==> src/rvIsaPkg.sv <==
// RV32I instruction set encoding
// Opcodes, funct3 codes and field widths for the supported subset

package rvIsaPkg;

    parameter int xlen = 32;                   // Data and address width
    parameter int regAddrWidth = 5;            // Register index width

    typedef logic [xlen-1:0] word;
    typedef logic [regAddrWidth-1:0] regAddr;

    // Major opcodes, anything else is unsupported
    typedef enum logic [6:0] {
        opCompute   = 7'b0110011,              // R-type ALU
        opImmediate = 7'b0010011,              // I-type ALU
        opBranch    = 7'b1100011,
        opStore     = 7'b0100011,
        opJal       = 7'b1101111,
        opJalr      = 7'b1100111,
        opLui       = 7'b0110111,
        opAuipc     = 7'b0010111
    } opcode;

    // ALU funct3
    localparam logic [2:0] funcAddSub = 3'b000;
    localparam logic [2:0] funcSll    = 3'b001;
    localparam logic [2:0] funcSlt    = 3'b010;
    localparam logic [2:0] funcSltu   = 3'b011;
    localparam logic [2:0] funcXor    = 3'b100;
    localparam logic [2:0] funcSrlSra = 3'b101;
    localparam logic [2:0] funcOr     = 3'b110;
    localparam logic [2:0] funcAnd    = 3'b111;
    // Branch funct3
    localparam logic [2:0] funcBeq    = 3'b000;
    localparam logic [2:0] funcBne    = 3'b001;
    localparam logic [2:0] funcBlt    = 3'b100;
    localparam logic [2:0] funcBge    = 3'b101;
    localparam logic [2:0] funcBltu   = 3'b110;
    localparam logic [2:0] funcBgeu   = 3'b111;
    // Store funct3
    localparam logic [2:0] funcSb     = 3'b000;
    localparam logic [2:0] funcSh     = 3'b001;
    localparam logic [2:0] funcSw     = 3'b010;

    parameter int altBit = 30;                 // SUB and SRA select

endpackage

==> src/corePkg.sv <==
// Core microarchitecture types
// Sequencer states, ALU operations, store sizes and the decoded instruction

package corePkg;

    typedef enum logic [2:0] {
        stFetch,                               // Instruction bus cycle
        stDecode,                              // Register read
        stExecute,                             // ALU, write-back, PC update
        stStore,                               // Data bus cycle
        stHalt                                 // Unsupported opcode seen
    } coreState;

    typedef enum logic [3:0] {
        aluAdd, aluSub, aluSll, aluSlt, aluSltu, aluXor,
        aluSrl, aluSra, aluOr, aluAnd,
        aluPassB                               // LUI
    } aluOp;

    typedef enum logic [1:0] {
        sizeByte, sizeHalf, sizeWord
    } storeSize;

    typedef struct packed {
        rvIsaPkg::regAddr rd;
        rvIsaPkg::regAddr rs1;
        rvIsaPkg::regAddr rs2;
        rvIsaPkg::word    imm;                 // Sign-extended immediate
        aluOp             aluOp;
        storeSize         storeSize;
        logic             useImm;              // ALU B from immediate
        logic             writesRd;
        logic             isBranch;
        logic             isJal;
        logic             isJalr;
        logic             isStore;
        logic             isAuipc;
        logic             legal;
        logic [2:0]       branchFunct;
    } decodedInsn;

endpackage

==> src/regPortIf.sv <==
// Register file access bundle
// Two combinational read ports and one clocked write port

`timescale 1ns/1ps

interface regPortIf;
    rvIsaPkg::regAddr rs1Addr;
    rvIsaPkg::regAddr rs2Addr;
    rvIsaPkg::word    rs1Data;
    rvIsaPkg::word    rs2Data;
    rvIsaPkg::regAddr wrAddr;
    rvIsaPkg::word    wrData;
    logic             wrEn;                    // Write on this clock edge

    modport core (output rs1Addr, rs2Addr, wrAddr, wrData, wrEn,
                  input  rs1Data, rs2Data);
    modport rf   (input  rs1Addr, rs2Addr, wrAddr, wrData, wrEn,
                  output rs1Data, rs2Data);
endinterface

==> src/insnDecoder.sv <==
// Instruction decoder
// Field split, immediate build and classification of one RV32I word

`timescale 1ns/1ps

module insnDecoder (
    input  rvIsaPkg::word      insn,
    output corePkg::decodedInsn dec
);

    rvIsaPkg::opcode op;
    logic [2:0] funct3;
    rvIsaPkg::word immI, immS, immB, immU, immJ;

    // ALU op from funct3, subtract only when allowed
    function automatic corePkg::aluOp mapAlu(input logic [2:0] f3, input logic alt,
                                             input logic allowSub);
        case (f3)
            rvIsaPkg::funcAddSub: mapAlu = (alt && allowSub) ? corePkg::aluSub : corePkg::aluAdd;
            rvIsaPkg::funcSll:    mapAlu = corePkg::aluSll;
            rvIsaPkg::funcSlt:    mapAlu = corePkg::aluSlt;
            rvIsaPkg::funcSltu:   mapAlu = corePkg::aluSltu;
            rvIsaPkg::funcXor:    mapAlu = corePkg::aluXor;
            rvIsaPkg::funcSrlSra: mapAlu = alt ? corePkg::aluSra : corePkg::aluSrl;
            rvIsaPkg::funcOr:     mapAlu = corePkg::aluOr;
            default:              mapAlu = corePkg::aluAnd;
        endcase
    endfunction

    assign op     = rvIsaPkg::opcode'(insn[6:0]);
    assign funct3 = insn[14:12];

    assign immI = {{20{insn[31]}}, insn[31:20]};
    assign immS = {{20{insn[31]}}, insn[31:25], insn[11:7]};
    assign immB = {{19{insn[31]}}, insn[31], insn[7], insn[30:25], insn[11:8], 1'b0};
    assign immU = {insn[31:12], 12'b0};
    assign immJ = {{11{insn[31]}}, insn[31], insn[19:12], insn[20], insn[30:21], 1'b0};

    always_comb begin
        dec             = '0;
        dec.rd          = insn[11:7];
        dec.rs1         = insn[19:15];
        dec.rs2         = insn[24:20];
        dec.branchFunct = funct3;
        dec.legal       = 1'b1;
        case (op)
            rvIsaPkg::opCompute: begin
                dec.aluOp    = mapAlu(funct3, insn[rvIsaPkg::altBit], 1'b1);
                dec.writesRd = 1'b1;
            end
            rvIsaPkg::opImmediate: begin
                dec.imm      = immI;
                dec.useImm   = 1'b1;
                dec.aluOp    = mapAlu(funct3, immI[rvIsaPkg::altBit-20], 1'b0); // SRAI
                dec.writesRd = 1'b1;
            end
            rvIsaPkg::opBranch: begin
                dec.imm      = immB;
                dec.isBranch = 1'b1;
            end
            rvIsaPkg::opStore: begin
                dec.imm      = immS;
                dec.isStore  = 1'b1;
                case (funct3)
                    rvIsaPkg::funcSb: dec.storeSize = corePkg::sizeByte;
                    rvIsaPkg::funcSh: dec.storeSize = corePkg::sizeHalf;
                    rvIsaPkg::funcSw: dec.storeSize = corePkg::sizeWord;
                    default:          dec.legal     = 1'b0;   // No such store
                endcase
            end
            rvIsaPkg::opJal: begin
                dec.imm      = immJ;
                dec.isJal    = 1'b1;
                dec.writesRd = 1'b1;
            end
            rvIsaPkg::opJalr: begin
                dec.imm      = immI;
                dec.isJalr   = 1'b1;
                dec.writesRd = 1'b1;
            end
            rvIsaPkg::opLui: begin
                dec.imm      = immU;
                dec.useImm   = 1'b1;
                dec.aluOp    = corePkg::aluPassB;       // Immediate straight through
                dec.writesRd = 1'b1;
            end
            rvIsaPkg::opAuipc: begin
                dec.imm      = immU;
                dec.isAuipc  = 1'b1;
                dec.writesRd = 1'b1;
            end
            default: dec.legal = 1'b0;                  // Unsupported opcode
        endcase
    end

endmodule

==> src/regFile.sv <==
// Integer register file
// 32 x 32 bits, two asynchronous reads, one synchronous write, x0 reads zero

`timescale 1ns/1ps

module regFile (
    input logic clk,
    regPortIf.rf port
);

    rvIsaPkg::word regs [0:31];

    //////////////////////////////
    // Write port
    //////////////////////////////
    always_ff @(posedge clk) begin
        if (port.wrEn && (port.wrAddr != '0)) begin  // x0 never written
            regs[port.wrAddr] <= port.wrData;
        end
    end

    //////////////////////////////
    // Read ports
    //////////////////////////////
    assign port.rs1Data = (port.rs1Addr == '0) ? '0 : regs[port.rs1Addr];
    assign port.rs2Data = (port.rs2Addr == '0) ? '0 : regs[port.rs2Addr];

endmodule

==> src/execUnit.sv <==
// Execute stage datapath
// ALU, branch compare, next PC, link value and store lane alignment

`timescale 1ns/1ps

module execUnit (
    input  rvIsaPkg::word       pc,
    input  rvIsaPkg::word       opA,
    input  rvIsaPkg::word       opB,
    input  corePkg::decodedInsn dec,
    output rvIsaPkg::word       result,
    output rvIsaPkg::word       nextPc,
    output rvIsaPkg::word       storeAdr,
    output rvIsaPkg::word       storeDat,
    output logic [3:0]          storeSel
);

    rvIsaPkg::word aluB, aluOut, pcPlus4, pcTarget, jalrTarget, storeSum;
    logic [4:0] shamt;
    logic taken;

    assign aluB  = dec.useImm ? dec.imm : opB;     // Register or immediate
    assign shamt = aluB[4:0];

    //////////////////////////////
    // ALU
    //////////////////////////////
    always_comb begin
        case (dec.aluOp)
            corePkg::aluAdd:  aluOut = opA + aluB;
            corePkg::aluSub:  aluOut = opA - aluB;
            corePkg::aluSll:  aluOut = opA << shamt;
            corePkg::aluSlt:  aluOut = {31'b0, $signed(opA) < $signed(aluB)};
            corePkg::aluSltu: aluOut = {31'b0, opA < aluB};
            corePkg::aluXor:  aluOut = opA ^ aluB;
            corePkg::aluSrl:  aluOut = opA >> shamt;
            corePkg::aluSra:  aluOut = $signed(opA) >>> shamt;
            corePkg::aluOr:   aluOut = opA | aluB;
            corePkg::aluAnd:  aluOut = opA & aluB;
            default:          aluOut = aluB;        // Pass B for LUI
        endcase
    end

    assign pcPlus4    = pc + 32'd4;
    assign pcTarget   = pc + dec.imm;               // Branch, JAL, AUIPC
    assign jalrTarget = (opA + dec.imm) & ~32'd1;

    assign result = (dec.isJal || dec.isJalr) ? pcPlus4  // Link value
                  : dec.isAuipc               ? pcTarget
                  :                             aluOut;

    //////////////////////////////
    // Branch and next PC
    //////////////////////////////
    always_comb begin
        case (dec.branchFunct)
            rvIsaPkg::funcBeq:  taken = (opA == opB);
            rvIsaPkg::funcBne:  taken = (opA != opB);
            rvIsaPkg::funcBlt:  taken = ($signed(opA) < $signed(opB));
            rvIsaPkg::funcBge:  taken = ($signed(opA) >= $signed(opB));
            rvIsaPkg::funcBltu: taken = (opA < opB);
            rvIsaPkg::funcBgeu: taken = (opA >= opB);
            default:            taken = 1'b0;
        endcase
    end

    assign nextPc = dec.isJalr                          ? jalrTarget
                  : ((dec.isBranch && taken) || dec.isJal) ? pcTarget
                  :                                       pcPlus4;

    //////////////////////////////
    // Store alignment
    //////////////////////////////
    assign storeSum = opA + dec.imm;
    assign storeAdr = {storeSum[31:2], 2'b00};      // Word address on the bus

    always_comb begin
        case (dec.storeSize)
            corePkg::sizeByte: begin
                storeSel = 4'b0001 << storeSum[1:0];
                storeDat = {4{opB[7:0]}};           // Byte on every lane
            end
            corePkg::sizeHalf: begin
                storeSel = storeSum[1] ? 4'b1100 : 4'b0011;
                storeDat = {2{opB[15:0]}};
            end
            default: begin
                storeSel = 4'b1111;
                storeDat = opB;
            end
        endcase
    end

endmodule

==> src/coreControl.sv <==
// Core sequencer
// Fetch, decode, execute and store states, PC and instruction register,
// and the Wishbone classic masters for instructions and stores

`timescale 1ns/1ps

module coreControl #(
    parameter rvIsaPkg::word resetVector = 32'h0
) (
    input  logic                clk,
    input  logic                rst,
    output rvIsaPkg::word       insnAdr,
    input  rvIsaPkg::word       insnDatIn,
    output logic                insnCyc,
    output logic                insnStb,
    input  logic                insnAck,
    output rvIsaPkg::word       dataAdr,
    output rvIsaPkg::word       dataDatOut,
    output logic [3:0]          dataSel,
    output logic                dataWe,
    output logic                dataCyc,
    output logic                dataStb,
    input  logic                dataAck,
    output logic                halt,
    input  corePkg::decodedInsn dec,
    output rvIsaPkg::word       insnWord,
    regPortIf.core              rf,
    output rvIsaPkg::word       pc,
    output rvIsaPkg::word       opA,
    output rvIsaPkg::word       opB,
    input  rvIsaPkg::word       result,
    input  rvIsaPkg::word       nextPc,
    input  rvIsaPkg::word       storeAdr,
    input  rvIsaPkg::word       storeDat,
    input  logic [3:0]          storeSel
);

    corePkg::coreState state;
    rvIsaPkg::word insnReg;                         // Instruction register

    assign insnAdr  = pc;                           // Held for the whole fetch
    assign insnStb  = insnCyc;                      // Classic cycle, stb with cyc
    assign dataStb  = dataCyc;
    assign dataWe   = 1'b1;                         // Store-only port
    assign insnWord = insnReg;

    // Register file access straight from the decoded word
    assign rf.rs1Addr = dec.rs1;
    assign rf.rs2Addr = dec.rs2;
    assign rf.wrAddr  = dec.rd;
    assign rf.wrData  = result;
    assign rf.wrEn    = (state == corePkg::stExecute) && dec.writesRd;

    //////////////////////////////
    // Sequencer
    //////////////////////////////
    always_ff @(posedge clk) begin
        if (rst) begin
            state   <= corePkg::stFetch;
            pc      <= resetVector;
            insnCyc <= 1'b0;
            dataCyc <= 1'b0;
            halt    <= 1'b0;
        end else begin
            case (state)
                corePkg::stFetch: begin
                    if (!insnCyc) begin
                        insnCyc <= 1'b1;            // First fetch after reset
                    end else if (insnAck) begin
                        insnCyc <= 1'b0;
                        state   <= corePkg::stDecode;
                    end
                end
                corePkg::stDecode: begin
                    if (!dec.legal) begin
                        halt  <= 1'b1;              // Sticky until reset
                        state <= corePkg::stHalt;
                    end else begin
                        state <= corePkg::stExecute;
                    end
                end
                corePkg::stExecute: begin
                    pc <= nextPc;
                    if (dec.isStore) begin
                        dataCyc <= 1'b1;
                        state   <= corePkg::stStore;
                    end else begin
                        insnCyc <= 1'b1;            // Next fetch right away
                        state   <= corePkg::stFetch;
                    end
                end
                corePkg::stStore: begin
                    if (dataAck) begin
                        dataCyc <= 1'b0;
                        insnCyc <= 1'b1;
                        state   <= corePkg::stFetch;
                    end
                end
                default: state <= corePkg::stHalt;  // No more bus cycles
            endcase
        end
    end

    //////////////////////////////
    // Payload registers
    //////////////////////////////
    always_ff @(posedge clk) begin
        if ((state == corePkg::stFetch) && insnCyc && insnAck) begin
            insnReg <= insnDatIn;
        end
        if (state == corePkg::stDecode) begin
            opA <= rf.rs1Data;                      // Registered operands
            opB <= rf.rs2Data;
        end
        if ((state == corePkg::stExecute) && dec.isStore) begin
            dataAdr    <= storeAdr;
            dataDatOut <= storeDat;
            dataSel    <= storeSel;
        end
    end

endmodule

==> src/rvCore.sv <==
// RV32I multi-cycle core top level
// Instruction fetch and store-only data Wishbone classic masters, halt on
// unsupported opcode

`timescale 1ns/1ps

module rvCore #(
    parameter rvIsaPkg::word resetVector = 32'h0
) (
    input  logic          clk,
    input  logic          rst,
    output rvIsaPkg::word insnAdr,
    input  rvIsaPkg::word insnDatIn,
    output logic          insnCyc,
    output logic          insnStb,
    input  logic          insnAck,
    output rvIsaPkg::word dataAdr,
    output rvIsaPkg::word dataDatOut,
    output logic [3:0]    dataSel,
    output logic          dataWe,
    output logic          dataCyc,
    output logic          dataStb,
    input  logic          dataAck,
    output logic          halt
);

    corePkg::decodedInsn dec;
    rvIsaPkg::word insnWord, pc, opA, opB;
    rvIsaPkg::word result, nextPc, storeAdr, storeDat;
    logic [3:0] storeSel;

    regPortIf regPort ();

    insnDecoder decoder (.insn(insnWord), .dec(dec));

    regFile registers (.clk(clk), .port(regPort.rf));

    execUnit execute (
        .pc(pc), .opA(opA), .opB(opB), .dec(dec),
        .result(result), .nextPc(nextPc),
        .storeAdr(storeAdr), .storeDat(storeDat), .storeSel(storeSel)
    );

    coreControl #(.resetVector(resetVector)) control (
        .clk(clk), .rst(rst),
        .insnAdr(insnAdr), .insnDatIn(insnDatIn), .insnCyc(insnCyc),
        .insnStb(insnStb), .insnAck(insnAck),
        .dataAdr(dataAdr), .dataDatOut(dataDatOut), .dataSel(dataSel),
        .dataWe(dataWe), .dataCyc(dataCyc), .dataStb(dataStb), .dataAck(dataAck),
        .halt(halt), .dec(dec), .insnWord(insnWord), .rf(regPort.core),
        .pc(pc), .opA(opA), .opB(opB),
        .result(result), .nextPc(nextPc),
        .storeAdr(storeAdr), .storeDat(storeDat), .storeSel(storeSel)
    );

endmodule

==> config.mk <==
export PLATFORM = sky130hd
export DESIGN_NAME = rvCore
export DESIGN_NICKNAME = d
export VERILOG_FILES = /design/src/rvIsaPkg.sv /design/src/corePkg.sv /design/src/regPortIf.sv /design/src/insnDecoder.sv /design/src/regFile.sv /design/src/execUnit.sv /design/src/coreControl.sv /design/src/rvCore.sv
export SDC_FILE = /design/constraint.sdc
export NUM_CORES = 2
export LEC_CHECK = 0
export BUFFER_PORTS_ARGS = -buffer_cell sky130_fd_sc_hd__buf_4
export CAP_MARGIN = 20
export CORE_MARGIN = 8
export CORE_UTILIZATION = 25
export DETAILED_ROUTE_END_ITERATION = 10
export GPL_TIMING_DRIVEN = 0
export HOLD_SLACK_MARGIN = 0.03
export PLACE_DENSITY = 0.42
export SYNTH_ARGS = -nofsm -noshare
export SYNTH_HDL_FRONTEND = slang
export SYNTH_SLANG_ARGS = --single-unit
==> constraint.sdc <==
create_clock -name clk -period 14.1 [get_ports clk]
set_input_delay 1.41 -clock clk [delete_from_list [all_inputs] [get_ports clk]]
set_output_delay 1.41 -clock clk [all_outputs]
set_load 0.05 [all_outputs]
==> results.py <==
metrics = {
    "clock_network": {
        "clockBufferDepth": 4,
        "clk_pin_slew_ps": 60,
        "cts_tree": "yes",
        "postCtsHoldBufs": 0,
        "clkSinkCount": 1224,
        "cts_inserted_buffers": 153,
        "post-cts-setup-buffers": 0,
        "root_buffer": "clkbuf_16",
        "htreeDepth": 4,
        "clk_latency_ps": 830,
        "post_cts_resized": 0,
    },
    "floorplanning": {
        "num_io_pins": 142,
        "fp.coreArea_um2": 280000,
        "fp.dieW_um": 546,
        "start_util_pct": 25.1,
        "die_h_um": 546,
        "num_rows": 194,
        "die-area_um2": 298000,
    },
    "global_route": {
        "grt-ovfl-total": 0,
        "grtUsageMet2_pct": 36.7,
        "antenna_found_initial": 28,
        "grt.total_usage_pct": 22.6,
        "met3_usage_pct": 4.21,
        "grt-busiest-layer": "met2",
        "grt_use_met1_pct": 28.9,
        "grt_pass1_wl_um": 466000,
        "grt_pass1_vias": 52000,
        "grt_max_degree": 33,
    },
    "placed_design": {
        "placed_cells": 9174,
        "dp_slack_ps": 5400,
        "place.gp.congestion": 0.997,
        "io_buffers": 138,
        "place_hpwl_um": 278000,
    },
    "setup_path": {
        "start_kind": "flip-flop",
        "path_class": "reg -> reg",
        "reg2regPathDepth": 24,
        "cp-end-kind": "flip-flop",
        "cp_max_fo": 21,
        "regToRegSetupSlack_ps": 5030,
        "rr_endpoint": "registers.regs[0][31]",
        "r2r_start": "control.insnWord[6]",
        "worstPathArrival_ps": 9600,
        "cp.required_ps": 14620,
    },
    "sta": {
        "rsz0062_at_grt": "no",
        "period_share_pct": 64.4,
        "drv_slew": 0,
        "clock.fmax_mhz": 110,
        "finalWorstSetupSlack_ps": 5030,
        "fin_skew_ps": 59.5,
        "hold_violations": 0,
        "setup_viol": 0,
        "slew_headroom_pct": 12.3,
        "tightest_slew_ps": 1320,
        "period_needed_ps": 9070,
        "tns_ps": 0,
    },
    "synthesis": {
        "synth-compound-area-share_pct": 10.4,
        "postSynth.asyncResetShare_pct": 0,
        "yosysWarnings": 0,
        "yosysUniqueCellTypes": 115,
        "synthFlopType": "edfxtp_1",
        "avgSynthCellArea_um2": 13.8,
        "synth-xor-area-share_pct": 1.56,
        "synthesis.area_um2": 70300,
        "synth-seq-area-share_pct": 51.7,
        "synth_fa_ha_area_share_pct": 3.35,
        "synth_edf_count": 1186,
        "ys_top_cells_by_area": "edfxtp_1 51%, mux4_2 20%, ha_1 3.3%, nand2_1 2.0%, a21oi_1 1.9%",
        "synth-simple-area-share_pct": 7.48,
        "synth_top_family_by_area": "multiplexers",
        "synth-seq-cells": 1224,
        "yosys-mux-area-fraction_pct": 22.5,
        "yosysTopAreaCellShare_pct": 50.6,
        "synth_cells": 5078,
        "synth_top_area_cell": "edfxtp_1",
    },
    "routing": {
        "vias_per_cell": 5.57,
        "first_pass_iters": 6,
        "route.detailed.drc": 0,
        "drt-wirelength-per-cell_um": 37.1,
        "routed-via-count": 52600,
        "ant_nets": 0,
        "drt-total-wl_um": 350000,
        "drt_iter0_markers": 6919,
    },
    "finish": {
        "layout.nets": 5835,
        "mostFrequentLayoutCell": "edfxtp_1",
        "final_cell_mix": "1186 x edfxtp_1, 640 x mux4_2, 381 x nand2_1",
        "area_delta_synth_final_pct": 20.8,
        "finalNonFillerCells": 9455,
        "drive_above_1_share_pct": 24.3,
        "fin_util_pct": 30.4,
    },
    "run": {
        "cap_violations": 0,
    },
    "min_path": {
        "min_delay_path_depth": 2,
        "holdCritPathClass": "reg -> reg",
        "hold_end": "control.halt",
        "min_from": "control.halt",
    },
    "outcome": {
        "status": "finished, final reports clean",
    },
    "power": {
        "peakVddDrop_uv": 83.5,
        "p_per_area_nw_per_um2": 110,
        "p_leak_nw": 28.9,
    },
}
-- registers in the layout, summed over array words and instances, names as in the netlist --
signal              count
control.dataDatOut     32
control.dataCyc         1
control.state           3
control.insnAdr        32
control.halt            1
control.opA            32
control.insnCyc         1
control.dataSel         4
control.dataAdr        30
registers.regs       1024
control.insnWord       32
control.opB            32
-- worst max-delay path by stage --
stage / from / end / depth (start not counted)
floorplan: control.state[0] / control.halt / 5
global placement: control.insnWord[20] / registers.regs[0][10] / 20
detailed placement: control.insnWord[6] / registers.regs[1][31] / 24
CTS: control.insnWord[6] / registers.regs[30][31] / 24
global route: control.insnWord[6] / registers.regs[4][31] / 24
finish: control.insnWord[6] / registers.regs[0][31] / 24
-- synth_stat cells (all sizes together) (23+ instances only) --
master     n
a21oi    266
o31ai     35
o22ai     23
buf      117
mux4     640
nor2     343
nand3    121
nand4     31
nor3      78
o21ai    271
dfxtp     38
and2      24
a31oi     56
a22oi     25
o21a      23
ha       186
inv      167
mux2i    128
xor2      48
xnor2     74
a221oi    27
and3      38
a211oi    57
o211ai    56
a21o      61
nand2    384
clkbuf   235
edfxtp  1186
-- worst max-delay path, stage by stage (launching register included) --
cell,delay [ps]
edfxtp_1,510
buf_2,240
nor2b_1,740
and3_4,310
buf_6,150
or3_1,110
clkbuf_1,250
and2_1,210
clkbuf_1,320
a21oi_1,240
o21ai_0,400
inv_1,170
ha_1,300
clkbuf_1,430
inv_1,330
a21o_1,290
or4_1,410
o21ai_0,770
o21ai_0,390
a211oi_1,320
o311a_1,280
o21ai_0,130
nor3_1,910
a221oi_4,250
buf_8,280
-- metrics by stage --
stage                     hold WS [ps]  area [µm²]  power (mW)
after floorplan                    450       70400        4.86
after global placement             476       76100        5.42
after detailed placement           469       80000        5.52
after CTS                          485       84800        9.44
after global routing               522       84900        9.63
final                              479       84900        9.37
-- routing by layer --
metal	wire [µm]	vias to the layer above
li1	-	21500
met1	141000	27800
met2	163000	2633
met3	25900	635
met4	20900	6
met5	34	-
-- cells by family after synthesis --
| family | after synthesis |
|---|---|
| DFF | 1224 |
| adders and majority gates | 188 |
| muxes | 780 |
| other | 2 |
| xor gates and xnor gates | 123 |
| buffers and inverters | 520 |
| and+or+nand+nor | 1142 |
| AOI/OAI and AO/OA | 1099 |
-- area by class of cell --
cell class | count | area, µm²
Fill cell | 28100 | 195000
Sequential cell | 1224 | 36400
Multi-Input combinational cell | 3367 | 32500
Tap cell | 3724 | 4660
Timing Repair Buffer | 346 | 4470
Clock buffer | 187 | 4010
Buffer | 352 | 1470
Clock inverter | 76 | 805
Inverter | 168 | 631
Antenna cell | 11 | 27.5
-- where the power goes --
group          internal, mW  switching [mW]
clock network          2.31            1.60
registers              4.11          0.0601
logic                 0.448           0.842
total                  6.87            2.50
Power figures use the tool's default switching activity.
